File: src/design/udp_rx_pkg.sv
package udp_rx_pkg;

  // --------------------
  // field types
  // --------------------

  // ethernet station address
  typedef logic [47:0] mac_addr_t;
  // ipv4 address
  typedef logic [31:0] ip_addr_t;
  // udp port number
  typedef logic [15:0] udp_port_t;
  // byte counts and length fields
  typedef logic [15:0] byte_len_t;

  // --------------------
  // header sizes in bytes
  // --------------------

  localparam int ETH_HDR_BYTES = 14;
  localparam int IP_HDR_BYTES = 20;
  localparam int UDP_HDR_BYTES = 8;
  // payload starts right after this
  localparam int TOTAL_HDR_BYTES = ETH_HDR_BYTES + IP_HDR_BYTES + UDP_HDR_BYTES;

  // --------------------
  // protocol codes
  // --------------------

  localparam logic [15:0] ETHERTYPE_IPV4 = 16'h0800;
  // udp in the ipv4 protocol field
  localparam logic [7:0] IP_PROTO_UDP = 8'd17;
  // upper nibble of the first ip byte
  localparam logic [3:0] IP_VERSION_4 = 4'd4;

endpackage

File: src/design/rx_length_check.sv
module rx_length_check (
  input  logic                  rx_axis_aclk,
  input  logic                  rx_axis_aresetn,
  input  logic                  beat_fire,
  input  udp_rx_pkg::byte_len_t beat_keep_count,
  input  logic                  beat_last,
  input  logic                  first_accept,
  input  udp_rx_pkg::byte_len_t expected_len,
  output logic                  verdict_valid,
  output logic                  verdict_pass
);

  import udp_rx_pkg::*;

  // bytes seen in earlier beats of this frame
  byte_len_t   byte_count;
  byte_len_t   expected_q;
  byte_len_t   frame_total;
  byte_len_t   frame_expected;
  logic [16:0] wanted_total;
  logic        len_ok;

  // first beat restarts the count
  assign frame_total = (first_accept ? byte_len_t'(0) : byte_count) + beat_keep_count;
  // single-beat frames use the live value
  assign frame_expected = first_accept ? expected_len : expected_q;
  // one extra bit, a udp length below 8 never matches
  assign wanted_total = {1'b0, frame_expected} + 17'(TOTAL_HDR_BYTES);
  assign len_ok = ({1'b0, frame_total} == wanted_total);

  always_ff @(posedge rx_axis_aclk) begin
    if (beat_fire && first_accept) expected_q <= expected_len;
  end

  always_ff @(posedge rx_axis_aclk) begin
    if (!rx_axis_aresetn) begin
      byte_count <= '0;
      verdict_valid <= 1'b0;
      verdict_pass <= 1'b0;
    end else begin
      // one verdict per accepted tlast
      verdict_valid <= beat_fire && beat_last;
      if (beat_fire) begin
        byte_count <= beat_last ? byte_len_t'(0) : frame_total;
        verdict_pass <= len_ok;
      end
    end
  end

endmodule

File: config.mk
export PLATFORM = sky130hd
export DESIGN_NAME = rx_length_check
export DESIGN_NICKNAME = d
export VERILOG_FILES = /design/src/design/udp_rx_pkg.sv /design/src/design/rx_length_check.sv
export SDC_FILE = /design/constraint.sdc
export NUM_CORES = 1
export LEC_CHECK = 0
export BUFFER_PORTS_ARGS = -buffer_cell sky130_fd_sc_hd__buf_2
export CAP_MARGIN = 15
export CORE_ASPECT_RATIO = 1.75
export CORE_MARGIN = 8
export CORE_UTILIZATION = 45
export DETAILED_ROUTE_END_ITERATION = 10
export GPL_ROUTABILITY_DRIVEN = 0
export PLACE_DENSITY_LB_ADDON = 0.25
export SYNTH_ARGS = -nofsm -noshare
export SYNTH_HDL_FRONTEND = slang
export SYNTH_SLANG_ARGS = --single-unit
export TNS_END_PERCENT = 5
File: constraint.sdc
create_clock -name rx_axis_aclk -period 6.95 [get_ports rx_axis_aclk]
set_input_delay 1.39 -clock rx_axis_aclk [delete_from_list [all_inputs] [get_ports rx_axis_aclk]]
set_output_delay 1.39 -clock rx_axis_aclk [all_outputs]
set_load 0.01 [all_outputs]
==> metrics.csv <==
stage,metric,value,unit
logic_synthesis,syn nets,394,
drt,initial drt markers,117,
final_layout,total inserted antenna cells,0,
grt,largest net degree at the start of global routing,48,
cts,clk buf depth,2,
cts,Root Buffer,clkbuf_16,
final_layout,"most common cell after layout, fill and taps aside",buf_2,
sta,clock skew after layout,4.69,ps
grt,vias in the first global route,2657,
sta,period utilization,64.6,%
logic_synthesis,synth top area cells,"edfxtp_1 (16%), dfxtp_1 (12%), xnor2_1 (8.1%)",
outcome,run status,"complete, no violations",
drt,Routed WL,7500,um
sta,final setup vio count,0,
grt,Global Route Usage Sum,16.6,%
drt,DRT Pass-1 Iters,4,
cts,CTS tree,done,
logic_synthesis,Synth Instances,340,
drt,total number of vias,2600,
cts,"Setup Fix Bufs, Post-CTS",0,
final_layout,Final Util,51.5,%
floorplan,I/O pin count,39,
cts,# hold bufs at CTS,0,
sta,fin crit period,4490,ps
critical_path,Critical Path Sink Type,flip-flop,
floorplan,DIE AREA,0.00940,mm2
drt,post-DR vias/cell,5.71,
min_path,Tightest Hold Check Type,reg -> reg,
final_layout,most frequent cells in the layout,"buf_2 (38), xnor2_1 (27), nor2_1 (23), a21oi_1 (23), inv_1 (21)",
power_and_ir_drop,leakage,1.34,nW
cts,H-tree depth,2,
grt,first-pass GRT wire length,12400,um
drt,# DRC,0,
critical_path,CP max FO,47,
placement,Buffers on Ports,38,
critical_path,endpoint arrival time on the critical path,4700,ps
logic_synthesis,syn avg cell area,8.57,um2
floorplan,Rows,39,
drt,remaining antenna violation count,0,
floorplan,Die Width,76.8,um
sta,setup TNS,0,ps
logic_synthesis,"Seq/Total Area, Yosys",28.9,%
logic_synthesis,Post-synth EDFFs,16,
logic_synthesis,largest area contributor in the netlist,edfxtp_1,
floorplan,Initial Util,45.6,%
sta,"Hold Vio Cnt, Final",0,
sta,Max-slew headroom,49.7,%
logic_synthesis,synth warn,0,
critical_path,critical path class,in -> reg,
drt,average wire per standard cell,16.5,um
power_and_ir_drop,Peak VDD IR,95.0,uV
critical_path,crit start category,primary input,
logic_synthesis,Synth Flop Type,dfxtp_1,
sta,RSZ-0062 raised after global routing,false,
logic_synthesis,Synth Cell Area,0.00291,mm2
placement,Final HPWL DP,5840,um
final_layout,area grow syn2layout,13.0,%
final_layout,layout cells sized above 1,15.3,%
sta,worst slew pin tran,754,ps
floorplan,chip height,122,um
cts,post_cts resized,0,
logic_synthesis,Seq cells post-synth,34,
grt,initial antenna violation count,0,
grt,GRT overflow,0,
power_and_ir_drop,pwr dens,180,mW/mm2
cts,CTS buffer count,5,
cts,Sink Count,34,
sta,Fmax,223,MHz
floorplan,core area,0.00639,mm2
flow_run,Max Cap Violations,0,
sta,Max Slew Vio Count,0,
logic_synthesis,"Async S/R FF share, synth",0,%
logic_synthesis,Synth top area share,16.5,%
cts,Clock Latency Late Sink,280,ps
logic_synthesis,post-synthesis cell type count,53,
final_layout,nets@finish,426,
cts,register clock-pin slew on the reported worst setup and hold paths,50,ps
critical_path,Critical Path RT,7160,ps
[cell type report]
type,count,area (um2)
Fill cell,616,3100
Tap cell,82,103
Clock buffer,6,129
Timing Repair Buffer,39,198
Clock inverter,2,10.0
Multi-Input combinational cell,271,1930
Inverter,21,78.8
Sequential cell,34,841
[sequential cells by signal (all words and copies together) (netlist names)]
register / flops
expected_q: 16
verdict_pass: 1
byte_count: 16
verdict_valid: 1
[stage by stage]
stage / area (um2) / hold slack, ps / setup slack (ps) / total power, W / std cells
after floorplan: 2910 / 490 / 1410 / 0.000340 / 340
after global placement: 3150 / 469 / 2260 / 0.000378 / 447
after detailed placement: 3150 / 467 / 2170 / 0.000380 / 447
after CTS: 3290 / 474 / 2460 / 0.000597 / 455
after global routing: 3290 / 518 / 2170 / 0.000621 / 455
final: 3290 / 476 / 2460 / 0.000592 / 455
[routing by layer]
layer	routed length, um	vias to the layer above	global-route usage (%)
met1	2900	1238	16.2
met5	0	-	0
met4	323	0	11.4
met2	4040	49	31.0
li1	-	1290	-
met3	237	23	3.08
[power by group]
part           switching, W  internal, W  total [W]  leakage (nW)
clock             0.0000839     0.000131   0.000215        0.0706
combinational     0.0000815    0.0000661   0.000148         0.972
sequential       0.00000728     0.000222   0.000229         0.297
[final timing paths]
path / from / end / slack [ps] / cells past startpoint
setup / recovery: first_accept / verdict_pass / 2460 / 13
hold / removal: verdict_pass / verdict_pass / 480 / 2
setup reg to reg: byte_count[0] / verdict_pass / 3710 / 13
hold reg to reg: verdict_pass / verdict_pass / 480 / 2
[worst max-delay path, cell delays in order]
cell and delay, ps:
buf_2 150, buf_4 480, nor2_1 90, ha_1 390, a21oi_1 250, a21oi_1 100, or2_2 290, nor2_1 200
xnor3_1 340, or4_1 530, nor4b_2 230, nand4_1 120, o22ai_1 110
[Yosys cell counts (all sizes together), types with 12 or more instances]
cell	count
edfxtp	16
o21ai	15
and2	13
nand2	17
nor2b	20
xnor2	27
xor2	14
dfxtp	18
nor2	23
ha	16
o22ai	12
inv	21
a21oi	23
[cells by family (layout without fill, tap and decap cells)]
family / Yosys count / after routing / synth area share (%)
adders and majority gates: 17 / 17 / 7.56
muxes: 15 / 15 / 5.46
AOI/OAI and AO/OA: 84 / 84 / 19.3
DFF: 34 / 34 / 28.9
and+or+nand+nor: 113 / 113 / 20.9
buffers and inverters: 35 / 68 / 4.81
xor gates and xnor gates: 42 / 42 / 13.1
(Power assumes the default switching activity.)
