## src/design/udp_rx_pkg.sv

```systemverilog
package udp_rx_pkg;

  // --------------------
  // field types
  // --------------------

  // ethernet station address
  typedef logic [47:0] mac_addr_t;
  // ipv4 address
  typedef logic [31:0] ip_addr_t;
  // udp port number
  typedef logic [15:0] udp_port_t;
  // byte counts and length fields
  typedef logic [15:0] byte_len_t;

  // --------------------
  // header sizes in bytes
  // --------------------

  localparam int ETH_HDR_BYTES = 14;
  localparam int IP_HDR_BYTES = 20;
  localparam int UDP_HDR_BYTES = 8;
  // payload starts right after this
  localparam int TOTAL_HDR_BYTES = ETH_HDR_BYTES + IP_HDR_BYTES + UDP_HDR_BYTES;

  // --------------------
  // protocol codes
  // --------------------

  localparam logic [15:0] ETHERTYPE_IPV4 = 16'h0800;
  // udp in the ipv4 protocol field
  localparam logic [7:0] IP_PROTO_UDP = 8'd17;
  // upper nibble of the first ip byte
  localparam logic [3:0] IP_VERSION_4 = 4'd4;

endpackage

```

## src/design/axis_if.sv

```systemverilog
interface axis_if #(
  parameter int DATA_WIDTH = 512
) ();

  // byte lane 0 holds the first wire byte
  logic [DATA_WIDTH-1:0]   tdata;
  logic [DATA_WIDTH/8-1:0] tkeep;
  logic                    tlast;
  logic                    tvalid;
  logic                    tready;

  // producer side
  modport source (
    output tdata, tkeep, tlast, tvalid,
    input  tready
  );

  // consumer side
  modport sink (
    input  tdata, tkeep, tlast, tvalid,
    output tready
  );

endinterface

```

## src/design/rx_header_filter.sv

```systemverilog
module rx_header_filter #(
  parameter int DATA_WIDTH = 512
) (
  input  logic                  rx_axis_aclk,
  input  logic                  rx_axis_aresetn,
  input  udp_rx_pkg::mac_addr_t cfg_dst_mac,
  input  udp_rx_pkg::mac_addr_t cfg_src_mac,
  input  udp_rx_pkg::ip_addr_t  cfg_dst_ip,
  input  udp_rx_pkg::udp_port_t cfg_dst_port,
  input  logic [DATA_WIDTH-1:0]   mac_rx_tdata,
  input  logic [DATA_WIDTH/8-1:0] mac_rx_tkeep,
  input  logic                  mac_rx_tlast,
  input  logic                  mac_rx_tvalid,
  output logic                  mac_rx_tready,
  axis_if.source                accepted,
  output logic                  first_accept,
  output udp_rx_pkg::byte_len_t expected_len
);

  import udp_rx_pkg::*;

  localparam int IP_OFS = ETH_HDR_BYTES;
  localparam int UDP_OFS = ETH_HDR_BYTES + IP_HDR_BYTES;

  // gathers len bytes from lane off upward, network order
  function automatic logic [47:0] field_be(input logic [DATA_WIDTH-1:0] data,
                                           input int off, input int len);
    logic [47:0] value;
    value = '0;
    for (int i = 0; i < len; i++) begin
      value = {value[39:0], data[8*(off+i) +: 8]};
    end
    return value;
  endfunction

  mac_addr_t   dst_mac;
  mac_addr_t   src_mac;
  logic [15:0] ether_type;
  logic [3:0]  ip_version;
  logic [7:0]  ip_proto;
  ip_addr_t    dst_ip;
  udp_port_t   dst_port;
  byte_len_t   udp_len;
  logic        hdr_match;
  logic        first_q;
  logic        accept_q;
  logic        accept_now;
  logic        mac_fire;

  // --------------------
  // header decode
  // --------------------
  assign dst_mac = mac_addr_t'(field_be(mac_rx_tdata, 0, 6));
  assign src_mac = mac_addr_t'(field_be(mac_rx_tdata, 6, 6));
  assign ether_type = 16'(field_be(mac_rx_tdata, 12, 2));
  // version in the high nibble of the ip byte 0
  assign ip_version = mac_rx_tdata[8*IP_OFS+4 +: 4];
  assign ip_proto = mac_rx_tdata[8*(IP_OFS+9) +: 8];
  assign dst_ip = ip_addr_t'(field_be(mac_rx_tdata, IP_OFS + 16, 4));
  assign dst_port = udp_port_t'(field_be(mac_rx_tdata, UDP_OFS + 2, 2));
  assign udp_len = byte_len_t'(field_be(mac_rx_tdata, UDP_OFS + 4, 2));

  // all 42 header bytes present and every field matches
  assign hdr_match = (&mac_rx_tkeep[TOTAL_HDR_BYTES-1:0]) &&
                     (dst_mac == cfg_dst_mac) && (src_mac == cfg_src_mac) &&
                     (ether_type == ETHERTYPE_IPV4) && (ip_version == IP_VERSION_4) &&
                     (ip_proto == IP_PROTO_UDP) && (dst_ip == cfg_dst_ip) &&
                     (dst_port == cfg_dst_port);

  // --------------------
  // frame gating
  // --------------------
  // live decision on the first beat, latched value afterwards
  assign accept_now = first_q ? hdr_match : accept_q;
  assign first_accept = first_q && hdr_match;
  assign expected_len = udp_len - byte_len_t'(UDP_HDR_BYTES);

  // rejected beats are swallowed here
  assign mac_rx_tready = accept_now ? accepted.tready : 1'b1;
  assign mac_fire = mac_rx_tvalid && mac_rx_tready;

  assign accepted.tvalid = mac_rx_tvalid && accept_now;
  assign accepted.tdata = mac_rx_tdata;
  assign accepted.tkeep = mac_rx_tkeep;
  assign accepted.tlast = mac_rx_tlast;

  always_ff @(posedge rx_axis_aclk) begin
    if (!rx_axis_aresetn) begin
      first_q <= 1'b1;
      accept_q <= 1'b0;
    end else if (mac_fire) begin
      // next beat opens a frame after tlast
      first_q <= mac_rx_tlast;
      if (first_q) accept_q <= hdr_match;
    end
  end

endmodule

```

## src/flat_wrapper.sv

```systemverilog
// flat-port wrapper written by rule: the top's interface ports become plain ports
module rx_header_filter_flat import udp_rx_pkg::*;
#(
  parameter int DATA_WIDTH = 512
)
  (rx_axis_aclk, rx_axis_aresetn, cfg_dst_mac, cfg_src_mac, cfg_dst_ip, cfg_dst_port, mac_rx_tdata, mac_rx_tkeep, mac_rx_tlast, mac_rx_tvalid, mac_rx_tready, first_accept, expected_len, accepted_tdata, accepted_tkeep, accepted_tlast, accepted_tvalid, accepted_tready);
  axis_if #(.DATA_WIDTH(DATA_WIDTH)) accepted_i ();
  input  logic rx_axis_aclk;
  input  logic rx_axis_aresetn;
  input  udp_rx_pkg::mac_addr_t cfg_dst_mac;
  input  udp_rx_pkg::mac_addr_t cfg_src_mac;
  input  udp_rx_pkg::ip_addr_t cfg_dst_ip;
  input  udp_rx_pkg::udp_port_t cfg_dst_port;
  input  logic [DATA_WIDTH-1:0] mac_rx_tdata;
  input  logic [DATA_WIDTH/8-1:0] mac_rx_tkeep;
  input  logic mac_rx_tlast;
  input  logic mac_rx_tvalid;
  output logic mac_rx_tready;
  output logic first_accept;
  output udp_rx_pkg::byte_len_t expected_len;
  output wire logic [$bits(accepted_i.tdata)-1:0] accepted_tdata;
  output wire logic [$bits(accepted_i.tkeep)-1:0] accepted_tkeep;
  output wire logic [$bits(accepted_i.tlast)-1:0] accepted_tlast;
  output wire logic [$bits(accepted_i.tvalid)-1:0] accepted_tvalid;
  input wire logic [$bits(accepted_i.tready)-1:0] accepted_tready;
  assign accepted_tdata = accepted_i.tdata;
  assign accepted_tkeep = accepted_i.tkeep;
  assign accepted_tlast = accepted_i.tlast;
  assign accepted_tvalid = accepted_i.tvalid;
  assign accepted_i.tready = accepted_tready;
  rx_header_filter #(.DATA_WIDTH(DATA_WIDTH)) u_core (.rx_axis_aclk(rx_axis_aclk), .rx_axis_aresetn(rx_axis_aresetn), .cfg_dst_mac(cfg_dst_mac), .cfg_src_mac(cfg_src_mac), .cfg_dst_ip(cfg_dst_ip), .cfg_dst_port(cfg_dst_port), .mac_rx_tdata(mac_rx_tdata), .mac_rx_tkeep(mac_rx_tkeep), .mac_rx_tlast(mac_rx_tlast), .mac_rx_tvalid(mac_rx_tvalid), .mac_rx_tready(mac_rx_tready), .accepted(accepted_i), .first_accept(first_accept), .expected_len(expected_len));
endmodule
```

## config.mk

```make
export PLATFORM = sky130hd
export DESIGN_NAME = rx_header_filter_flat
export DESIGN_NICKNAME = d
export VERILOG_FILES = /design/src/design/udp_rx_pkg.sv /design/src/design/axis_if.sv /design/src/design/rx_header_filter.sv /design/src/flat_wrapper.sv
export SDC_FILE = /design/constraint.sdc
export NUM_CORES = 1
export LEC_CHECK = 0
export ABC_AREA = 1
export BUFFER_PORTS_ARGS = -buffer_cell sky130_fd_sc_hd__buf_2
export CORE_AREA = 2 2 522 524
export CTS_CLUSTER_SIZE = 40
export DETAILED_ROUTE_END_ITERATION = 12
export DIE_AREA = 0 0 524 526
export PLACE_DENSITY = 0.3
export SLEW_MARGIN = 10
export SYNTH_ARGS = -nofsm -noshare
export SYNTH_HDL_FRONTEND = slang
export SYNTH_SLANG_ARGS = --single-unit
```

## constraint.sdc

```tcl
create_clock -name rx_axis_aclk -period 2.4 [get_ports rx_axis_aclk]
set_input_delay 0.48 -clock rx_axis_aclk [delete_from_list [all_inputs] [get_ports rx_axis_aclk]]
set_output_delay 0.48 -clock rx_axis_aclk [all_outputs]
set_load 0.02 [all_outputs]
```

==> metrics.csv <==
stage,metric,value,unit
timing,slew-limit-headroom,50.4,%
routing,drt_first_iter_violations,574,
finish,final_net_count,2245,
placed_design,place.detailed.instances,5078,
flow_run,max_cap_viol_count,0,
critical_path,critPathKind,input pin to output pin,
timing,tightestPinTransition,0.741,ns
cts,tritoncts,built,
grt,met3_usage,16.9,%
timing,hold_viol,0,
floorplanning,io_pins,1321,
yosys,netlist_instances,1240,
grt,grt_util_all_layers,12.2,%
yosys,synth-async-reset-ratio,0,%
finish,flow.area_growth_from_synthesis,76.4,%
cts,cts_hold_buffers,0,
outcome,outcome,"finished, violations left",
yosys,yosys_warnings,0,
grt,met1_usage,7.21,%
yosys,synth_flop_cell,sky130_fd_sc_hd__dfxtp_1,
routing,antenna_left,0,
finish,utilization,5.11,%
cts,clockRootBuffer,sky130_fd_sc_hd__clkbuf_16,
yosys,yosysUniqueCellTypes,32,
placed_design,dpl.hpwl,172000,um
routing,wire_per_inst,34.2,um
cts,cts_inserted_buffers,3,
timing,finalHoldWorstSlack,0.459,ns
cts,number_of_clock_sinks,2,
yosys,number_of_storage_elements_in_the_synthesis_netlist,2,
yosys,synth_top_cells_by_area,"sky130_fd_sc_hd__buf_4 (56%), sky130_fd_sc_hd__xnor2_1 (9.3%), sky130_fd_sc_hd__nand2_1 (8.5%)",
timing,post-route-period-util,117,%
routing,post_drt_via_cell_ratio,1.86,
timing,timing_max_transition_violations_final,0,
timing,rsz0062_at_grt,yes,
yosys,synth.cell_area,7820,um2
yosys,synth.avg_cell_area,6.30,um2
floorplanning,chipWidth,524,um
grt,grt_remaining_overflow,0,
pwr,pd_cells,209,nW/um2
critical_path,critical_path_peak_fanout,2,
yosys,yosysTopAreaCellShare,55.7,%
floorplanning,core_region_area,270000,um2
critical_path,worstPathRequired,1.92,ns
cts,clk-insertion-delay-late,0.22,ns
yosys,post_synth_top_area_cell,sky130_fd_sc_hd__buf_4,
placed_design,port_buffers,619,
finish,finish.cell_count_without_fillers,5148,
critical_path,critical_path.startpoint_type,input pin,
floorplanning,start_util,2.90,%
routing,routed_wl,176000,um
floorplanning,rows,191,
critical_path,reg2reg_slack,0.62,ns
placed_design,globalplace.congestion,0.888,
pwr,vdd.ir_drop.worst,0.000164,V
timing,finClkSkew,0.00331,ns
cts,cts.clk_slew.worst_paths,0.03,ns
outcome,violations,setup timing,
cts,h-tree-depth,1,
floorplanning,design.die.area,276000,um2
finish,drive_above_1_share,62.9,%
critical_path,critPathCaptureType,output pin,
timing,layout_setup_ws,-0.403,ns
floorplanning,dieHeight,526,um
timing,fmax,0.357,GHz
routing,vias,9569,
grt,globalRoute.busiestLayer,met2,
timing,finalSetupViolations,3,
grt,grt_start_max_net_pins,5,
timing,period_minus_slack,2.80,ns
routing,first_pass_iters,7,
yosys,synth.net_count,1966,
critical_path,worstPathArrival,2.32,ns
finish,num-fill-cells,32100,
min_path,hold_crit_class,register to register,
cts,clk_path_buf_depth,2,
grt,grt.met2_usage,19.8,%
yosys,synth.yosys.seq_area_share,0.512,%
pwr,leakagePower,5.45,nW
grt,antenna_found_initial,199,
grt,grt_pass1_wl,194000,um
yosys,number_of_enable_type_register_cells_in_the_synthesized_netlist,0,
grt,vias_in_the_first_global_route,9034,
routing,drc_errors,0,
cells in the mapped netlist (2+ instances only):
cell                         n
sky130_fd_sc_hd__o21ai_0     5
sky130_fd_sc_hd__nor4b_1     3
sky130_fd_sc_hd__nor4_1     13
sky130_fd_sc_hd__a21oi_1     3
sky130_fd_sc_hd__clkinv_1    2
sky130_fd_sc_hd__dfxtp_1     2
sky130_fd_sc_hd__nor3b_1     6
sky130_fd_sc_hd__xor2_1     41
sky130_fd_sc_hd__buf_4     580
sky130_fd_sc_hd__nor3_1      6
sky130_fd_sc_hd__xnor2_1    83
sky130_fd_sc_hd__inv_1     101
sky130_fd_sc_hd__nand3b_1    3
sky130_fd_sc_hd__o22ai_1     3
sky130_fd_sc_hd__nor3_2      4
sky130_fd_sc_hd__nand3_1    14
sky130_fd_sc_hd__nor2_1    133
sky130_fd_sc_hd__nand4_1    40
sky130_fd_sc_hd__nand3_2     2
sky130_fd_sc_hd__nor2_2      2
sky130_fd_sc_hd__nand2_2     3
sky130_fd_sc_hd__or2_2       4
sky130_fd_sc_hd__nand2_1   178
logic make-up after synthesis:
logic type	Yosys count	synth area share, %
xor+xnor	125	14.1
simple gates	415	23.6
compound gates	13	0.976
flops	2	0.512
buf+inv	684	60.7
fa+ha+maj	1	0.160
where the power goes:
part | internal, W | leakage [nW] | switching [W]
combinational | 0.00100 | 5.40 | 0.00160
clock | 0.000212 | 0.0374 | 0.0000391
sequential | 0.0000357 | 0.0166 | 0.00000188
final cells by class:
type / instances / area [um2] / area share (%)
diodes: 61 / 153 / 1.11
inverters: 104 / 393 / 2.85
clock buffers: 3 / 75.1 / 0.544
repair buffers: 854 / 5070 / 36.8
well taps: 3570 / 4470 / 32.4
multi-input cells: 554 / 3590 / 26.0
flip-flops and latches: 2 / 40.0 / 0.290
worst max-delay path, cell delays in order:
cell and delay (ns):
sky130_fd_sc_hd__buf_2 0.12, sky130_fd_sc_hd__buf_4 0.11, sky130_fd_sc_hd__nand4_1 0.12, sky130_fd_sc_hd__nor4_2 0.25, sky130_fd_sc_hd__buf_4 0.27, sky130_fd_sc_hd__nand4_1 0.24, sky130_fd_sc_hd__nor2_4 0.23, sky130_fd_sc_hd__nand3_4 0.16
sky130_fd_sc_hd__nor2_4 0.16, sky130_fd_sc_hd__buf_12 0.13
repair_timing:
item | 4_1_cts | 5_1_grt
pin swaps | 23 | 30
endpoints found under the setup margin | 6 | 7
gates resized for setup | 101 | 68
buffers inserted | 4 | 3
flip-flops by register name, indices dropped and copies added, names as in the netlist:
| register | cells |
|---|---|
| u_core.accept_q | 1 |
| u_core.first_q | 1 |
final timing paths:
check / end / start / cells after the start
setup / recovery: first_accept / mac_rx_tkeep[39] / 10
hold / removal: u_core.accept_q$_SDFFE_PN0P_ / u_core.accept_q$_SDFFE_PN0P_ / 2
setup reg to reg: u_core.accept_q$_SDFFE_PN0P_ / u_core.first_q$_SDFFE_PN1P_ / 11
hold reg to reg: u_core.accept_q$_SDFFE_PN0P_ / u_core.accept_q$_SDFFE_PN0P_ / 2
layout by cell type (no fill, tap or decap), drive strengths merged:
cell     Yosys  final
a21oi        3      3
dfxtp        2      2
nand3b       3      3
or2          4      4
diode        0     61
nor3        10     10
ha           1      1
nand2      182    182
xor2        41     41
and2         1      1
clkinv       2      2
a2111oi      1      1
clkbuf       0      5
o21ai        5      5
inv        102    102
buf        580    852
nor4        13     13
nor3b        6      6
nand3       16     16
o22ai        3      3
nor2       135    135
nand4       40     40
and3         1      1
nor4b        3      3
xnor2       84     84
and3b        1      1
o221ai       1      1
metal layers:
layer / vias to the layer above / share of wire [%]
met5: - / 0.58
met4: 154 / 4.2
met2: 1129 / 45
li1: 3877 / -
met1: 3917 / 20
met3: 492 / 30
per-stage QoR:
| stage | setup TNS [ns] | setup WS, ns | cell area [um2] | total power (W) |
|---|---|---|---|---|
| after global routing | -1.41 | -0.502 | 13700 | 0.00308 |
| after detailed placement | -5.00 | -1.45 | 12800 | 0.00259 |
| after global placement | -5.05 | -1.52 | 12800 | 0.00259 |
| after CTS | -1.25 | -0.486 | 13400 | 0.00297 |
| final | -0.950 | -0.403 | 13800 | 0.00289 |
| after floorplan | 0 | 0.0955 | 7820 | 0.00188 |
Power figures use the tool's default switching activity.
