<file path="src/design/udp_rx_pkg.sv">
package udp_rx_pkg;

  // --------------------
  // field types
  // --------------------

  // ethernet station address
  typedef logic [47:0] mac_addr_t;
  // ipv4 address
  typedef logic [31:0] ip_addr_t;
  // udp port number
  typedef logic [15:0] udp_port_t;
  // byte counts and length fields
  typedef logic [15:0] byte_len_t;

  // --------------------
  // header sizes in bytes
  // --------------------

  localparam int ETH_HDR_BYTES = 14;
  localparam int IP_HDR_BYTES = 20;
  localparam int UDP_HDR_BYTES = 8;
  // payload starts right after this
  localparam int TOTAL_HDR_BYTES = ETH_HDR_BYTES + IP_HDR_BYTES + UDP_HDR_BYTES;

  // --------------------
  // protocol codes
  // --------------------

  localparam logic [15:0] ETHERTYPE_IPV4 = 16'h0800;
  // udp in the ipv4 protocol field
  localparam logic [7:0] IP_PROTO_UDP = 8'd17;
  // upper nibble of the first ip byte
  localparam logic [3:0] IP_VERSION_4 = 4'd4;

endpackage

</file>
<file path="src/design/axis_if.sv">
interface axis_if #(
  parameter int DATA_WIDTH = 512
) ();

  // byte lane 0 holds the first wire byte
  logic [DATA_WIDTH-1:0]   tdata;
  logic [DATA_WIDTH/8-1:0] tkeep;
  logic                    tlast;
  logic                    tvalid;
  logic                    tready;

  // producer side
  modport source (
    output tdata, tkeep, tlast, tvalid,
    input  tready
  );

  // consumer side
  modport sink (
    input  tdata, tkeep, tlast, tvalid,
    output tready
  );

endinterface

</file>
<file path="src/design/rx_payload_extractor.sv">
module rx_payload_extractor #(
  parameter int DATA_WIDTH = 512
) (
  input logic    rx_axis_aclk,
  input logic    rx_axis_aresetn,
  axis_if.sink   frame,
  axis_if.sink   verdict,
  axis_if.source payload
);

  import udp_rx_pkg::*;

  localparam int KEEP_WIDTH = DATA_WIDTH / 8;
  // payload bytes left in the first beat
  localparam int CARRY_BYTES = KEEP_WIDTH - TOTAL_HDR_BYTES;
  localparam int CARRY_BITS = CARRY_BYTES * 8;
  localparam int HDR_BITS = TOTAL_HDR_BYTES * 8;

  typedef enum logic [2:0] {
    wait_verdict,
    first_beat,
    stream,
    flush,
    discard
  } state_t;

  // byte enables widened to bit enables
  function automatic logic [DATA_WIDTH-1:0] keep_mask(input logic [KEEP_WIDTH-1:0] keep);
    logic [DATA_WIDTH-1:0] mask;
    for (int i = 0; i < KEEP_WIDTH; i++) begin
      mask[8*i +: 8] = {8{keep[i]}};
    end
    return mask;
  endfunction

  state_t                state;
  logic [DATA_WIDTH-1:0] carry_data;
  logic [KEEP_WIDTH-1:0] carry_keep;
  logic [KEEP_WIDTH-1:0] next_carry_keep;
  logic [DATA_WIDTH-1:0] joined_data;
  logic [KEEP_WIDTH-1:0] joined_keep;
  logic [KEEP_WIDTH-1:0] out_keep_next;
  logic [DATA_WIDTH-1:0] out_data_next;
  logic                  out_last_next;
  logic                  out_valid;
  logic [DATA_WIDTH-1:0] out_data;
  logic [KEEP_WIDTH-1:0] out_keep;
  logic                  out_last;
  logic                  load_ok;
  logic                  take_beat;
  logic                  load_out;

  // --------------------
  // realignment
  // --------------------
  // low bytes of this beat land above the carried bytes
  assign joined_data = (frame.tdata << CARRY_BITS) | carry_data;
  assign joined_keep = (frame.tkeep << CARRY_BYTES) | carry_keep;
  // upper part of this beat waits for the next one
  assign next_carry_keep = frame.tkeep >> TOTAL_HDR_BYTES;

  assign out_keep_next = (state == flush) ? carry_keep : joined_keep;
  assign out_data_next = ((state == flush) ? carry_data : joined_data) & keep_mask(out_keep_next);
  // last unless leftover bytes still need a flush beat
  assign out_last_next = (state == flush) || (frame.tlast && (next_carry_keep == '0));

  // --------------------
  // handshakes
  // --------------------
  // output register free or draining this cycle
  assign load_ok = !out_valid || payload.tready;

  always_comb begin
    case (state)
      first_beat: frame.tready = 1'b1;
      stream:     frame.tready = load_ok;
      discard:    frame.tready = 1'b1;
      default:    frame.tready = 1'b0;
    endcase
  end

  assign verdict.tready = (state == wait_verdict);
  assign take_beat = frame.tvalid && frame.tready;
  assign load_out = ((state == stream) && take_beat) || ((state == flush) && load_ok);

  assign payload.tvalid = out_valid;
  assign payload.tdata = out_data;
  assign payload.tkeep = out_keep;
  assign payload.tlast = out_last;

  always_ff @(posedge rx_axis_aclk) begin
    if (take_beat && ((state == first_beat) || (state == stream))) begin
      carry_data <= frame.tdata >> HDR_BITS;
      carry_keep <= next_carry_keep;
    end
    if (load_out) begin
      out_data <= out_data_next;
      out_keep <= out_keep_next;
      out_last <= out_last_next;
    end
  end

  // --------------------
  // frame sequencing
  // --------------------
  always_ff @(posedge rx_axis_aclk) begin
    if (!rx_axis_aresetn) begin
      state <= wait_verdict;
      out_valid <= 1'b0;
    end else begin
      // taken beats leave unless refilled below
      if (payload.tready) out_valid <= 1'b0;
      if (load_out) out_valid <= 1'b1;
      case (state)
        wait_verdict: begin
          // pass bit sits in lane 0
          if (verdict.tvalid) state <= verdict.tdata[0] ? first_beat : discard;
        end
        first_beat, stream: begin
          if (take_beat && frame.tlast) begin
            state <= (next_carry_keep != '0) ? flush : wait_verdict;
          end else if (take_beat) begin
            state <= stream;
          end
        end
        flush: begin
          if (load_ok) state <= wait_verdict;
        end
        discard: begin
          // failed frame drained without output
          if (take_beat && frame.tlast) state <= wait_verdict;
        end
        default: state <= wait_verdict;
      endcase
    end
  end

endmodule

</file>
<file path="src/flat_wrapper.sv">
// flat-port wrapper written by rule: the top's interface ports become plain ports
module rx_payload_extractor_flat import udp_rx_pkg::*;
#(
  parameter int DATA_WIDTH = 512
)
  (rx_axis_aclk, rx_axis_aresetn, frame_tdata, frame_tkeep, frame_tlast, frame_tvalid, frame_tready, verdict_tdata, verdict_tkeep, verdict_tlast, verdict_tvalid, verdict_tready, payload_tdata, payload_tkeep, payload_tlast, payload_tvalid, payload_tready);
  axis_if #(.DATA_WIDTH(DATA_WIDTH)) frame_i ();
  axis_if #(.DATA_WIDTH(DATA_WIDTH)) verdict_i ();
  axis_if #(.DATA_WIDTH(DATA_WIDTH)) payload_i ();
  input logic rx_axis_aclk;
  input logic rx_axis_aresetn;
  input wire logic [$bits(frame_i.tdata)-1:0] frame_tdata;
  input wire logic [$bits(frame_i.tkeep)-1:0] frame_tkeep;
  input wire logic [$bits(frame_i.tlast)-1:0] frame_tlast;
  input wire logic [$bits(frame_i.tvalid)-1:0] frame_tvalid;
  output wire logic [$bits(frame_i.tready)-1:0] frame_tready;
  input wire logic [$bits(verdict_i.tdata)-1:0] verdict_tdata;
  input wire logic [$bits(verdict_i.tkeep)-1:0] verdict_tkeep;
  input wire logic [$bits(verdict_i.tlast)-1:0] verdict_tlast;
  input wire logic [$bits(verdict_i.tvalid)-1:0] verdict_tvalid;
  output wire logic [$bits(verdict_i.tready)-1:0] verdict_tready;
  output wire logic [$bits(payload_i.tdata)-1:0] payload_tdata;
  output wire logic [$bits(payload_i.tkeep)-1:0] payload_tkeep;
  output wire logic [$bits(payload_i.tlast)-1:0] payload_tlast;
  output wire logic [$bits(payload_i.tvalid)-1:0] payload_tvalid;
  input wire logic [$bits(payload_i.tready)-1:0] payload_tready;
  assign frame_i.tdata = frame_tdata;
  assign frame_i.tkeep = frame_tkeep;
  assign frame_i.tlast = frame_tlast;
  assign frame_i.tvalid = frame_tvalid;
  assign frame_tready = frame_i.tready;
  assign verdict_i.tdata = verdict_tdata;
  assign verdict_i.tkeep = verdict_tkeep;
  assign verdict_i.tlast = verdict_tlast;
  assign verdict_i.tvalid = verdict_tvalid;
  assign verdict_tready = verdict_i.tready;
  assign payload_tdata = payload_i.tdata;
  assign payload_tkeep = payload_i.tkeep;
  assign payload_tlast = payload_i.tlast;
  assign payload_tvalid = payload_i.tvalid;
  assign payload_i.tready = payload_tready;
  rx_payload_extractor #(.DATA_WIDTH(DATA_WIDTH)) u_core (.rx_axis_aclk(rx_axis_aclk), .rx_axis_aresetn(rx_axis_aresetn), .frame(frame_i), .verdict(verdict_i), .payload(payload_i));
endmodule
</file>
<file path="config.mk">
export PLATFORM = sky130hd
export DESIGN_NAME = rx_payload_extractor_flat
export DESIGN_NICKNAME = d
export VERILOG_FILES = /design/src/design/udp_rx_pkg.sv /design/src/design/axis_if.sv /design/src/design/rx_payload_extractor.sv /design/src/flat_wrapper.sv
export SDC_FILE = /design/constraint.sdc
export NUM_CORES = 1
export LEC_CHECK = 0
export BUFFER_PORTS_ARGS = -buffer_cell sky130_fd_sc_hd__buf_2
export CORE_AREA = 5 5 672 674
export DETAILED_ROUTE_END_ITERATION = 8
export DIE_AREA = 0 0 677 679
export GPL_ROUTABILITY_DRIVEN = 1
export PLACE_DENSITY_LB_ADDON = 0.08
export SLEW_MARGIN = 20
export SYNTH_ARGS = -nofsm -noshare
export SYNTH_HDL_FRONTEND = slang
export SYNTH_SLANG_ARGS = --single-unit
export TNS_END_PERCENT = 30
</file>
<file path="constraint.sdc">
create_clock -name rx_axis_aclk -period 61.5 [get_ports rx_axis_aclk]
set_input_delay 18.45 -clock rx_axis_aclk [delete_from_list [all_inputs] [get_ports rx_axis_aclk]]
set_output_delay 18.45 -clock rx_axis_aclk [all_outputs]
set_load 0.02 [all_outputs]
</file>
==> results.py, run 1 <==
metrics = {
    "layout": {
        "layout.area.seq_um2": 23400,
        "layout.core_utilization_pct": 10.0,
        "filler_cell_count": 51000,
        "finalInstanceArea_um2": 44500,
        "drive_above_1_share_pct": 48.3,
        "syn2layout_area_growth_pct": 62.8,
        "layout.cells.most_common_list": "sky130_fd_sc_hd__buf_2, sky130_fd_sc_hd__edfxtp_1, sky130_fd_sc_hd__and3_1",
        "commonest_non_fill_non_tap_cell_in_the_layout": "sky130_fd_sc_hd__buf_2",
        "final-instance-count-excl-fill": 8775,
        "multi_input_area_um2": 3800,
        "num-nets-final": 3849,
    },
    "route": {
        "drt_first_pass_iters": 4,
        "post_drt_via_cell_ratio": 2.12,
        "drt_first_iter_violations": 884,
        "final_routed_wire_length_divided_by_cell_count_um": 18.9,
        "antenna_left": 0,
        "vias": 18600,
        "drc": 0,
        "wl_um": 166000,
    },
    "placed_design": {
        "gp_routability_congestion": 0.697,
        "post-dp-hpwl_um": 127000,
        "post-place-cells": 8495,
        "placed_area_um2": 40600,
        "port_buffers": 1162,
    },
    "power_and_ir_drop": {
        "sequentialPowerShare_pct": 44.2,
        "internal_power_mw": 1.10,
        "p_switching_mw": 0.417,
        "pwr-share-comb_pct": 11.1,
        "static-leakage-power_nw": 16.0,
        "pwr_density_cell_nw_per_um2": 34.1,
        "swShare_pct": 27.5,
        "power_frac_clock_pct": 44.8,
        "max-vdd-ir-drop_uv": 22.6,
    },
    "flow_run": {
        "cap_viol_max_count": 0,
    },
    "critical_path": {
        "worstSetupPathType": "in -> out",
        "timing.critical_path.from_type": "input pin",
        "worstPathMaxFanout": 5,
        "setup.reg_to_reg.worst_slack_ns": 56.41,
        "critical_path.endpoint_type": "primary output",
        "crit-reg2reg-launch": "u_core.state[1]",
        "crit_arrival_ns": 19.36,
        "setup.worst_path.start": "payload_tready",
        "required_ns": 43.05,
    },
    "sta": {
        "max_slew_margin_pct": 32.8,
        "timing.final.setup_violations": 0,
        "final_tns_setup_ns": 0,
        "timing.clock.skew_ns": 0.0636,
        "fin_crit_sh_pct": 61.5,
        "setup_repair_after_global_routing_missed_its_margin": "false",
        "timing_max_transition_violations_final": 0,
        "hold_viol": 0,
        "finalCriticalPeriod_ns": 37.81,
        "fmax_mhz": 26.5,
        "worst_slew_pin_slew_ns": 1.01,
        "fin_hold_ws_ns": 0.517,
    },
    "synth": {
        "syn_avg_cell_area_um2": 19.1,
        "synthDistinctLibCells": 34,
        "postSynthCellCount": 1427,
        "yosysWarningCount": 0,
        "yosysSeqAreaShare_pct": 85.5,
        "syn_area_um2": 27300,
        "synthesis.nets": 2586,
        "synth.ff_latch_count": 779,
    },
    "cts": {
        "postCtsSetupRepairBufs": 0,
        "clock_tree.buffer_depth": 4,
        "hold_buffers": 0,
        "tritoncts": "yes",
        "post_cts_resized": 0,
        "cts_made_buffers": 121,
        "cts.root.buffer_cell": "sky130_fd_sc_hd__clkbuf_16",
        "htree_num_levels": 3,
        "cts.sinks": 779,
        "clkTransAtPathRegs_ns": 0.06,
        "clock_insertion_delay_worst_skew_ns": 0.84,
    },
    "worst_hold_path": {
        "hold_path_startpoint": "u_core.carry_data[38]",
        "hold_class": "reg -> reg",
    },
    "floorplanning": {
        "ios": 1739,
        "die_area_um2": 460000,
        "fp-row-count": 245,
        "floorplan.die.width_um": 677,
        "initial_core_utilization_pct": 6.15,
        "die_h_um": 679,
        "core-area_um2": 444000,
    },
    "global_routing": {
        "grt.total_usage_pct": 6.87,
        "global_route_wire_length_before_repair_um": 210000,
        "number_of_antenna_violations_at_the_first_check_in_global_routing": 189,
        "grt_max_degree": 132,
        "first_global_vias": 19500,
        "grt_remaining_overflow": 0,
    },
    "outcome": {
        "status": "complete, no violations",
    },
}
## synth_stat cells
cell type | number | share of area [%]
sky130_fd_sc_hd__buf_4 | 4 | 0.11
sky130_fd_sc_hd__edfxtp_1 | 775 | 85
sky130_fd_sc_hd__nand2_2 | 1 | 0.023
sky130_fd_sc_hd__clkbuf_1 | 37 | 0.51
sky130_fd_sc_hd__a311oi_1 | 1 | 0.032
sky130_fd_sc_hd__inv_1 | 6 | 0.082
sky130_fd_sc_hd__a32o_1 | 1 | 0.037
sky130_fd_sc_hd__a31oi_1 | 1 | 0.023
sky130_fd_sc_hd__o221ai_1 | 1 | 0.032
sky130_fd_sc_hd__a21o_1 | 2 | 0.055
sky130_fd_sc_hd__o2111ai_1 | 1 | 0.032
sky130_fd_sc_hd__and3b_1 | 1 | 0.032
sky130_fd_sc_hd__o21ai_0 | 3 | 0.055
sky130_fd_sc_hd__nand4_1 | 1 | 0.023
sky130_fd_sc_hd__nor2_1 | 5 | 0.069
sky130_fd_sc_hd__buf_2 | 1 | 0.018
sky130_fd_sc_hd__a221oi_1 | 1 | 0.032
sky130_fd_sc_hd__a21oi_1 | 4 | 0.073
sky130_fd_sc_hd__dfxtp_1 | 4 | 0.29
sky130_fd_sc_hd__o21a_1 | 1 | 0.028
sky130_fd_sc_hd__mux2i_1 | 1 | 0.037
sky130_fd_sc_hd__nand2b_1 | 1 | 0.023
sky130_fd_sc_hd__nor4_1 | 5 | 0.11
sky130_fd_sc_hd__nand2_1 | 3 | 0.041
sky130_fd_sc_hd__or3_1 | 1 | 0.023
sky130_fd_sc_hd__nor3_1 | 1 | 0.018
sky130_fd_sc_hd__and3_1 | 336 | 7.7
sky130_fd_sc_hd__nor2b_4 | 1 | 0.050
sky130_fd_sc_hd__and2_1 | 219 | 5.0
sky130_fd_sc_hd__nor2b_1 | 3 | 0.069
sky130_fd_sc_hd__o211ai_1 | 2 | 0.055
sky130_fd_sc_hd__or2_2 | 1 | 0.023
sky130_fd_sc_hd__clkbuf_2 | 1 | 0.018
sky130_fd_sc_hd__a221o_1 | 1 | 0.037
## layout make-up
| class | instances | area share, % |
|---|---|---|
| sequential | 779 | 52.5 |
| tap | 5928 | 16.7 |
| timing repair buffer | 1183 | 13.5 |
| multi-input combinational | 599 | 8.54 |
| clock buffer | 149 | 7.14 |
| clock inverter | 59 | 1.20 |
| antenna | 72 | 0.405 |
| inverter | 6 | 0.0507 |
## metal layers
| metal | vias up | global-route usage, % | wire length (um) |
|---|---|---|---|
| li1 | 8162 | - | - |
| met1 | 8972 | 6.29 | 54200 |
| met2 | 891 | 12.6 | 85800 |
| met3 | 469 | 3.85 | 18200 |
| met4 | 126 | 2.51 | 6860 |
| met5 | - | 0 | 837 |
## sequential cells by signal, indices dropped and copies added, names as in the netlist
register               count
u_core.carry_data        176
u_core.payload.tvalid      1
u_core.state               3
u_core.payload.tdata     512
u_core.payload.tkeep      64
u_core.carry_keep         22
u_core.payload.tlast       1
## critical path, cell delays in order
cell and delay [ns]:
sky130_fd_sc_hd__buf_2 0.10, sky130_fd_sc_hd__nand2b_1 0.23, sky130_fd_sc_hd__a21oi_1 0.25, sky130_fd_sc_hd__mux2i_1 0.11, sky130_fd_sc_hd__buf_2 0.21
## power groups by stage
stage	Combinational [mW]	Sequential [mW]	Clock [mW]
floorplan	0.0514	0.749	0
global placement	0.180	0.683	0
detailed placement	0.178	0.683	0
CTS	0.178	0.672	0.727
global route	0.184	0.676	0.743
finish	0.168	0.670	0.678
## final timing paths
kind	endpoint	cells past startpoint
min	u_core.payload.tdata[38]	1
max reg2reg	u_core.payload.tdata[437]	7
max	frame_tready	5
min reg2reg	u_core.payload.tdata[38]	1
## per-stage QoR
| step | worst slack [ns] | total power, mW |
|---|---|---|
| final | 23.69 | 1.52 |
| after global routing | 23.61 | 1.60 |
| after CTS | 23.66 | 1.58 |
| after detailed placement | 23.67 | 0.861 |
| after global placement | 23.61 | 0.863 |
| after floorplan | 16.06 | 0.801 |
## cell families (layout without fill, tap and decap cells)
logic type	count (synthesis)	count (layout)	synth area share [%]
other	0	72	0
DFF	779	779	85.5
muxes	1	1	0.0367
buffers and inverters	49	1397	0.738
and+or+nand+nor	579	579	13.2
AOI/OAI and AO/OA	19	19	0.490
No activity file was read; power rests on OpenSTA's default activity.
==> run 2: changes to the inputs <==
- ABC_AREA: unset -> 1
- CORE_AREA: 5 5 672 674 -> 5 5 683 685
- DIE_AREA: 0 0 677 679 -> 0 0 688 690
- clock period: 61.5 -> 35.1 ns (I/O delays scaled with it)
==> run 2 against run 1 <==
Net effect: hold slack worse by 0.027 ns; die area up 3.3%; cell count rose by 8.9%; utilization shrank 0.14 points; design area grew 1.9%; first-iteration DRC count fell by 10%; flip-flop and latch count did not move; critical path type unchanged.
==> results.py, run 2 <==
metrics = {
    "synth": {
        "yosysTopAreaCell": "sky130_fd_sc_hd__edfxtp_1",
        "synth_enable_flop_cells": 775,
        "ys_top_cells_by_area": "sky130_fd_sc_hd__edfxtp_1, sky130_fd_sc_hd__inv_1, sky130_fd_sc_hd__nor2_1, sky130_fd_sc_hd__nand2_1, sky130_fd_sc_hd__clkbuf_1",
        "netlist_top_cells_count": "sky130_fd_sc_hd__edfxtp_1, sky130_fd_sc_hd__inv_1, sky130_fd_sc_hd__nor2_1, sky130_fd_sc_hd__nand2_1, sky130_fd_sc_hd__clkbuf_1",
        "dominantRegCellSynth": "sky130_fd_sc_hd__edfxtp_1",
        "synthDominantCellAreaShare_pct": 83.3,
        "synthesis.nets": 3149,
        "syn_avg_cell_area_um2": 14.0,
        "synthDistinctLibCells": 22,
        "asyncSetResetFlopFracSynth_pct": 0,
        "postSynthCellCount": 1990,
        "yosysWarningCount": 0,
        "synth_most_common_cell": "sky130_fd_sc_hd__edfxtp_1",
        "syn_area_um2": 28000,
        "synth.ff_latch_count": 779,
        "yosysSeqAreaShare_pct": 83.5,
    },
    "layout": {
        "filler_cell_count": 52900,
        "drive_above_1_share_pct": 40.0,
        "num-nets-final": 4422,
        "syn2layout_area_growth_pct": 62.1,
        "layout.core_utilization_pct": 9.87,
        "final-instance-count-excl-fill": 9557,
        "largest_register_ff_count": 512,
        "layout.cells.most_common_list": "sky130_fd_sc_hd__buf_2, sky130_fd_sc_hd__edfxtp_1, sky130_fd_sc_hd__inv_1",
        "finalInstanceArea_um2": 45300,
        "commonest_non_fill_non_tap_cell_in_the_layout": "sky130_fd_sc_hd__buf_2",
    },
    "floorplanning": {
        "floorplan.die.width_um": 688,
        "core-area_um2": 459000,
        "die_area_um2": 475000,
        "die_h_um": 690,
        "ios": 1739,
        "fp-row-count": 249,
        "initial_core_utilization_pct": 6.09,
    },
    "sta": {
        "worst_slew_pin_slew_ns": 1.08,
        "timing.final.setup_violations": 0,
        "timing.clock.skew_ns": 0.0615,
        "hold_viol": 0,
        "fin_crit_sh_pct": 62.2,
        "max_slew_margin_pct": 27.8,
        "final_tns_setup_ns": 0,
        "fmax_mhz": 45.8,
        "setup_repair_after_global_routing_missed_its_margin": "false",
        "timing_max_transition_violations_final": 0,
        "fin_hold_ws_ns": 0.491,
        "setup_slack_ns": 13.25,
        "finalCriticalPeriod_ns": 21.85,
    },
    "power_and_ir_drop": {
        "pwr_density_cell_nw_per_um2": 68.0,
        "max-vdd-ir-drop_uv": 39.9,
        "swShare_pct": 32.9,
        "static-leakage-power_nw": 18.5,
        "power_frac_clock_pct": 38.1,
        "sequentialPowerShare_pct": 42.4,
        "pwr-share-comb_pct": 19.5,
        "internal_power_mw": 2.07,
        "p_switching_mw": 1.01,
        "totalPowerFinal_mw": 3.08,
    },
    "cts": {
        "post_cts_resized": 0,
        "postCtsSetupRepairBufs": 0,
        "cts_made_buffers": 122,
        "cts.root.buffer_cell": "sky130_fd_sc_hd__clkbuf_16",
        "cts.sinks": 779,
        "tritoncts": "yes",
        "clkTransAtPathRegs_ns": 0.05,
        "hold_buffers": 0,
        "htree_num_levels": 3,
        "clock_tree.buffer_depth": 4,
        "clock_insertion_delay_worst_skew_ns": 0.82,
    },
    "route": {
        "drt_first_pass_iters": 4,
        "drc": 0,
        "post_drt_via_cell_ratio": 2.06,
        "vias": 19600,
        "antenna_left": 0,
        "drt_first_iter_violations": 795,
        "wl_um": 170000,
        "final_routed_wire_length_divided_by_cell_count_um": 17.8,
    },
    "placed_design": {
        "gp_routability_congestion": 0.709,
        "post-dp-hpwl_um": 135000,
        "placed_area_um2": 41500,
        "port_buffers": 1162,
        "post-place-cells": 9288,
        "detailedPlace.worstSlack_ns": 13.15,
    },
    "flow_run": {
        "cap_viol_max_count": 0,
    },
    "critical_path": {
        "worstPathMaxFanout": 3,
        "timing.critical_path.from_type": "input pin",
        "timing.critical_path.slowest_cell_delay_ns": 0.32,
        "critical_path_cell_by_cell": "buf_2 -> inv_1 -> nand2_1 -> nand3_1 -> nand2_2 -> buf_2",
        "critical_path.most_common_cell": "sky130_fd_sc_hd__buf_2",
        "critical_path.slowest_cell": "sky130_fd_sc_hd__buf_2",
        "worstSetupPathType": "in -> out",
        "critical_path.endpoint_type": "primary output",
        "crit_arrival_ns": 11.32,
        "required_ns": 24.57,
    },
    "worst_hold_path": {
        "hold_class": "reg -> reg",
    },
    "global_routing": {
        "grt.total_usage_pct": 6.85,
        "grt_max_degree": 104,
        "number_of_antenna_violations_at_the_first_check_in_global_routing": 195,
        "global_route_wire_length_before_repair_um": 216000,
        "first_global_vias": 20700,
        "grt_remaining_overflow": 0,
    },
    "outcome": {
        "status": "complete, no violations",
    },
}
[run 2: area by class of cell]
| type | count | area [um2] | area share (%) |
|---|---|---|---|
| Sequential cell | 779 | 23400 | 51.5 |
| Inverter | 567 | 2140 | 4.72 |
| Antenna cell | 55 | 138 | 0.304 |
| Clock inverter | 49 | 439 | 0.969 |
| Multi-Input combinational cell | 617 | 2380 | 5.25 |
| Tap cell | 6149 | 7690 | 17.0 |
| Clock buffer | 165 | 3220 | 7.12 |
| Timing Repair Buffer | 1176 | 5950 | 13.1 |
[run 2: power by group through the flow]
stage / sequential, mW / clock (mW) / combinational, mW
2_1_floorplan: 1.55 / 0 / 0.123
3_3_place_gp: 1.33 / 0 / 0.651
3_5_place_dp: 1.33 / 0 / 0.646
4_1_cts: 1.31 / 1.27 / 0.647
5_1_grt: 1.33 / 1.29 / 0.661
6_report: 1.31 / 1.17 / 0.601
[run 2: worst paths after layout]
| path | end | cells past startpoint | slack [ns] | startpoint |
|---|---|---|---|---|
| min | u_core.payload.tdata[160] | 2 | 0.49 | u_core.carry_data[160] |
| max | frame_tready | 6 | 13.25 | payload_tready |
| max reg2reg | u_core.payload.tdata[305] | 7 | 29.60 | u_core.state[0] |
| min reg2reg | u_core.payload.tdata[160] | 2 | 0.49 | u_core.carry_data[160] |
[run 2: logic make-up (layout without fill, tap and decap cells)]
logic type / after synthesis / in the layout / share of synthesized area (%)
AOI/OAI and AO/OA: 6 / 6 / 0.134
buffers and inverters: 594 / 1957 / 8.01
DFF: 779 / 779 / 83.5
other: 0 / 55 / 0
and+or+nand+nor: 611 / 611 / 8.32
[run 2: routing by layer]
metal  GRT usage, %  vias up  share of wire [%]
li1               -     8930                  -
met1           6.03     9213                 32
met2           12.4      904                 50
met3           4.83      450                 14
met4           1.91      148                3.1
met5              0        -               0.56
[run 2: critical path, delay by kind of cell]
kind / cells / cell delay [ns]
buffers and inverters: 3 / 0.44
AND/OR/NAND/NOR: 3 / 0.32
==> run 3: changes to the inputs <==
- clock period: 35.1 -> 21.7 ns (I/O delays scaled with it)
==> run 3 against run 2 <==
Net effect: combinational power rose by 63%; largest power group unchanged; cell count about the same; sequential power increased by 61%; highest routed layer unchanged; non-clock buffer count shrank 2; clock skew is 0.0061 ns higher; hold slack worse by 0.0021 ns; via count rose by 0.83%; utilization about the same; critical endpoint unchanged; largest cell class unchanged; global-route usage about the same.
==> results.py, run 3 (synthesis gave the netlist of run 2 again) <==
metrics = {
    "power_and_ir_drop": {
        "pwr_density_cell_nw_per_um2": 111,
        "max-vdd-ir-drop_uv": 62.8,
        "static-leakage-power_nw": 18.5,
    },
    "cts": {
        "clock_insertion_delay_worst_skew_ns": 0.85,
        "post_cts_resized": 0,
        "cts.sinks": 779,
        "postCtsSetupRepairBufs": 0,
        "cts_made_buffers": 124,
        "cts.root.buffer_cell": "sky130_fd_sc_hd__clkbuf_16",
        "htree_num_levels": 3,
        "hold_buffers": 0,
        "clock_tree.buffer_depth": 4,
        "clkTransAtPathRegs_ns": 0.06,
        "tritoncts": "yes",
    },
    "critical_path": {
        "worstPathMaxFanout": 3,
        "setup.reg_to_reg.worst_slack_ns": 17.45,
        "crit_arrival_ns": 7.37,
        "required_ns": 15.19,
        "r2r-end": "u_core.payload.tkeep[45]",
        "worst-r2r-cell-count": 5,
        "critical_path.slowest_cell": "sky130_fd_sc_hd__buf_2",
        "critical_path.endpoint_type": "primary output",
        "worstSetupPathType": "in -> out",
        "timing.critical_path.from_type": "input pin",
        "crit-reg2reg-launch": "u_core.state[0]",
        "critical_path.most_common_cell": "sky130_fd_sc_hd__buf_2",
        "timing.critical_path.slowest_cell_delay_ns": 0.40,
        "critical_path_cell_by_cell": "buf_2 -> inv_1 -> nand2_1 -> nand3_1 -> nand2_2 -> buf_2",
    },
    "floorplanning": {
        "floorplan.die.width_um": 688,
        "die_area_um2": 475000,
        "fp-row-count": 249,
        "ios": 1739,
        "die_h_um": 690,
        "core-area_um2": 459000,
        "initial_core_utilization_pct": 6.09,
    },
    "sta": {
        "finalCriticalPeriod_ns": 13.88,
        "timing_max_transition_violations_final": 0,
        "final_tns_setup_ns": 0,
        "timing.clock.skew_ns": 0.0676,
        "fin_crit_sh_pct": 63.9,
        "fin_hold_ws_ns": 0.488,
        "setup_repair_after_global_routing_missed_its_margin": "false",
        "fmax_mhz": 72.1,
        "max_slew_margin_pct": 29.0,
        "hold_viol": 0,
        "worst_slew_pin_slew_ns": 1.06,
        "timing.final.setup_violations": 0,
    },
    "worst_hold_path": {
        "hold_path_end": "u_core.payload.tdata[96]",
        "hold_class": "reg -> reg",
        "hold_path_startpoint": "u_core.carry_data[96]",
        "hold_depth": 2,
    },
    "route": {
        "drt_first_pass_iters": 4,
        "antenna_left": 0,
        "drc": 0,
        "vias": 19800,
        "post_drt_via_cell_ratio": 2.07,
        "final_routed_wire_length_divided_by_cell_count_um": 17.8,
        "drt_first_iter_violations": 830,
        "wl_um": 170000,
    },
    "placed_design": {
        "post-dp-hpwl_um": 134000,
        "port_buffers": 1162,
        "gp_routability_congestion": 0.710,
    },
    "global_routing": {
        "grt_remaining_overflow": 0,
        "first_global_vias": 20300,
        "grt_max_degree": 127,
        "grt.total_usage_pct": 6.84,
        "number_of_antenna_violations_at_the_first_check_in_global_routing": 197,
        "global_route_wire_length_before_repair_um": 215000,
    },
    "layout": {
        "largest_register_ff_count": 512,
        "syn2layout_area_growth_pct": 62.4,
        "commonest_non_fill_non_tap_cell_in_the_layout": "sky130_fd_sc_hd__buf_2",
        "filler_cell_count": 52900,
        "num-nets-final": 4422,
        "drive_above_1_share_pct": 40.0,
        "layout.cells.most_common_list": "sky130_fd_sc_hd__buf_2, sky130_fd_sc_hd__edfxtp_1, sky130_fd_sc_hd__inv_1",
    },
    "outcome": {
        "status": "complete, no violations",
    },
    "flow_run": {
        "cap_viol_max_count": 0,
    },
}
==> run 3: cell count changes in the layout (fill, tap and decap cells not counted), moves of 2 or more <==
cell	previous run	this run
sky130_fd_sc_hd__inv_6	2	4
sky130_fd_sc_hd__diode_2	55	43
sky130_fd_sc_hd__clkbuf_16	122	125
sky130_fd_sc_hd__buf_12	2	4
sky130_fd_sc_hd__clkinv_1	21	27
sky130_fd_sc_hd__buf_4	12	8
==> run 3: worst max-delay path by stage <==
stage / startpoint / endpoint / slack, ns
detailed placement: payload_tready / frame_tready / 7.77
finish: payload_tready / frame_tready / 7.82
global route: payload_tready / frame_tready / 7.68
global placement: payload_tready / frame_tready / 7.78
CTS: payload_tready / frame_tready / 7.77
floorplan: payload_tready / u_core.payload.tdata[0] / 2.94
==> run 3: critical path, delay by kind of cell <==
kind | cells | cell delay (ns)
simple gates | 3 | 0.32
buf+inv | 3 | 0.52
==> run 3: layout make-up <==
class / count / area, um2 / share of cell area (%)
tap: 6149 / 7690 / 16.9
inverter: 567 / 2140 / 4.71
timing repair buffer: 1174 / 5960 / 13.1
antenna: 43 / 108 / 0.237
multi-input combinational: 617 / 2380 / 5.24
sequential: 779 / 23400 / 51.4
clock inverter: 58 / 489 / 1.08
clock buffer: 166 / 3280 / 7.23
==> run 3: metal layers <==
metal	routed length, um	share of wire (%)	vias up	track usage (%)
li1	-	-	8929	-
met1	55200	32	9295	6.21
met2	85100	50	955	12.3
met3	23500	14	478	4.61
met4	5420	3.2	152	1.81
met5	969	0.57	-	0
==> run 3: report_power, final <==
part | internal [mW] | switching, mW
clock network | 1.14 | 0.806
logic | 0.221 | 0.757
registers | 2.01 | 0.0977
total | 3.38 | 1.66
==> run 3: through the flow <==
step / cells / worst slack [ns] / utilization [%] / total power, mW / area (um2)
2_1_floorplan: 1990 / 2.94 / - / 2.71 / 28000
5_1_grt: 9515 / 7.68 / 9.87 / 5.34 / 45300
3_3_place_gp: 9286 / 7.78 / 9.05 / 3.21 / 41500
6_report: 9553 / 7.82 / 9.89 / 5.04 / 45400
3_5_place_dp: 9286 / 7.77 / 9.05 / 3.20 / 41500
4_1_cts: 9510 / 7.77 / 9.87 / 5.27 / 45300
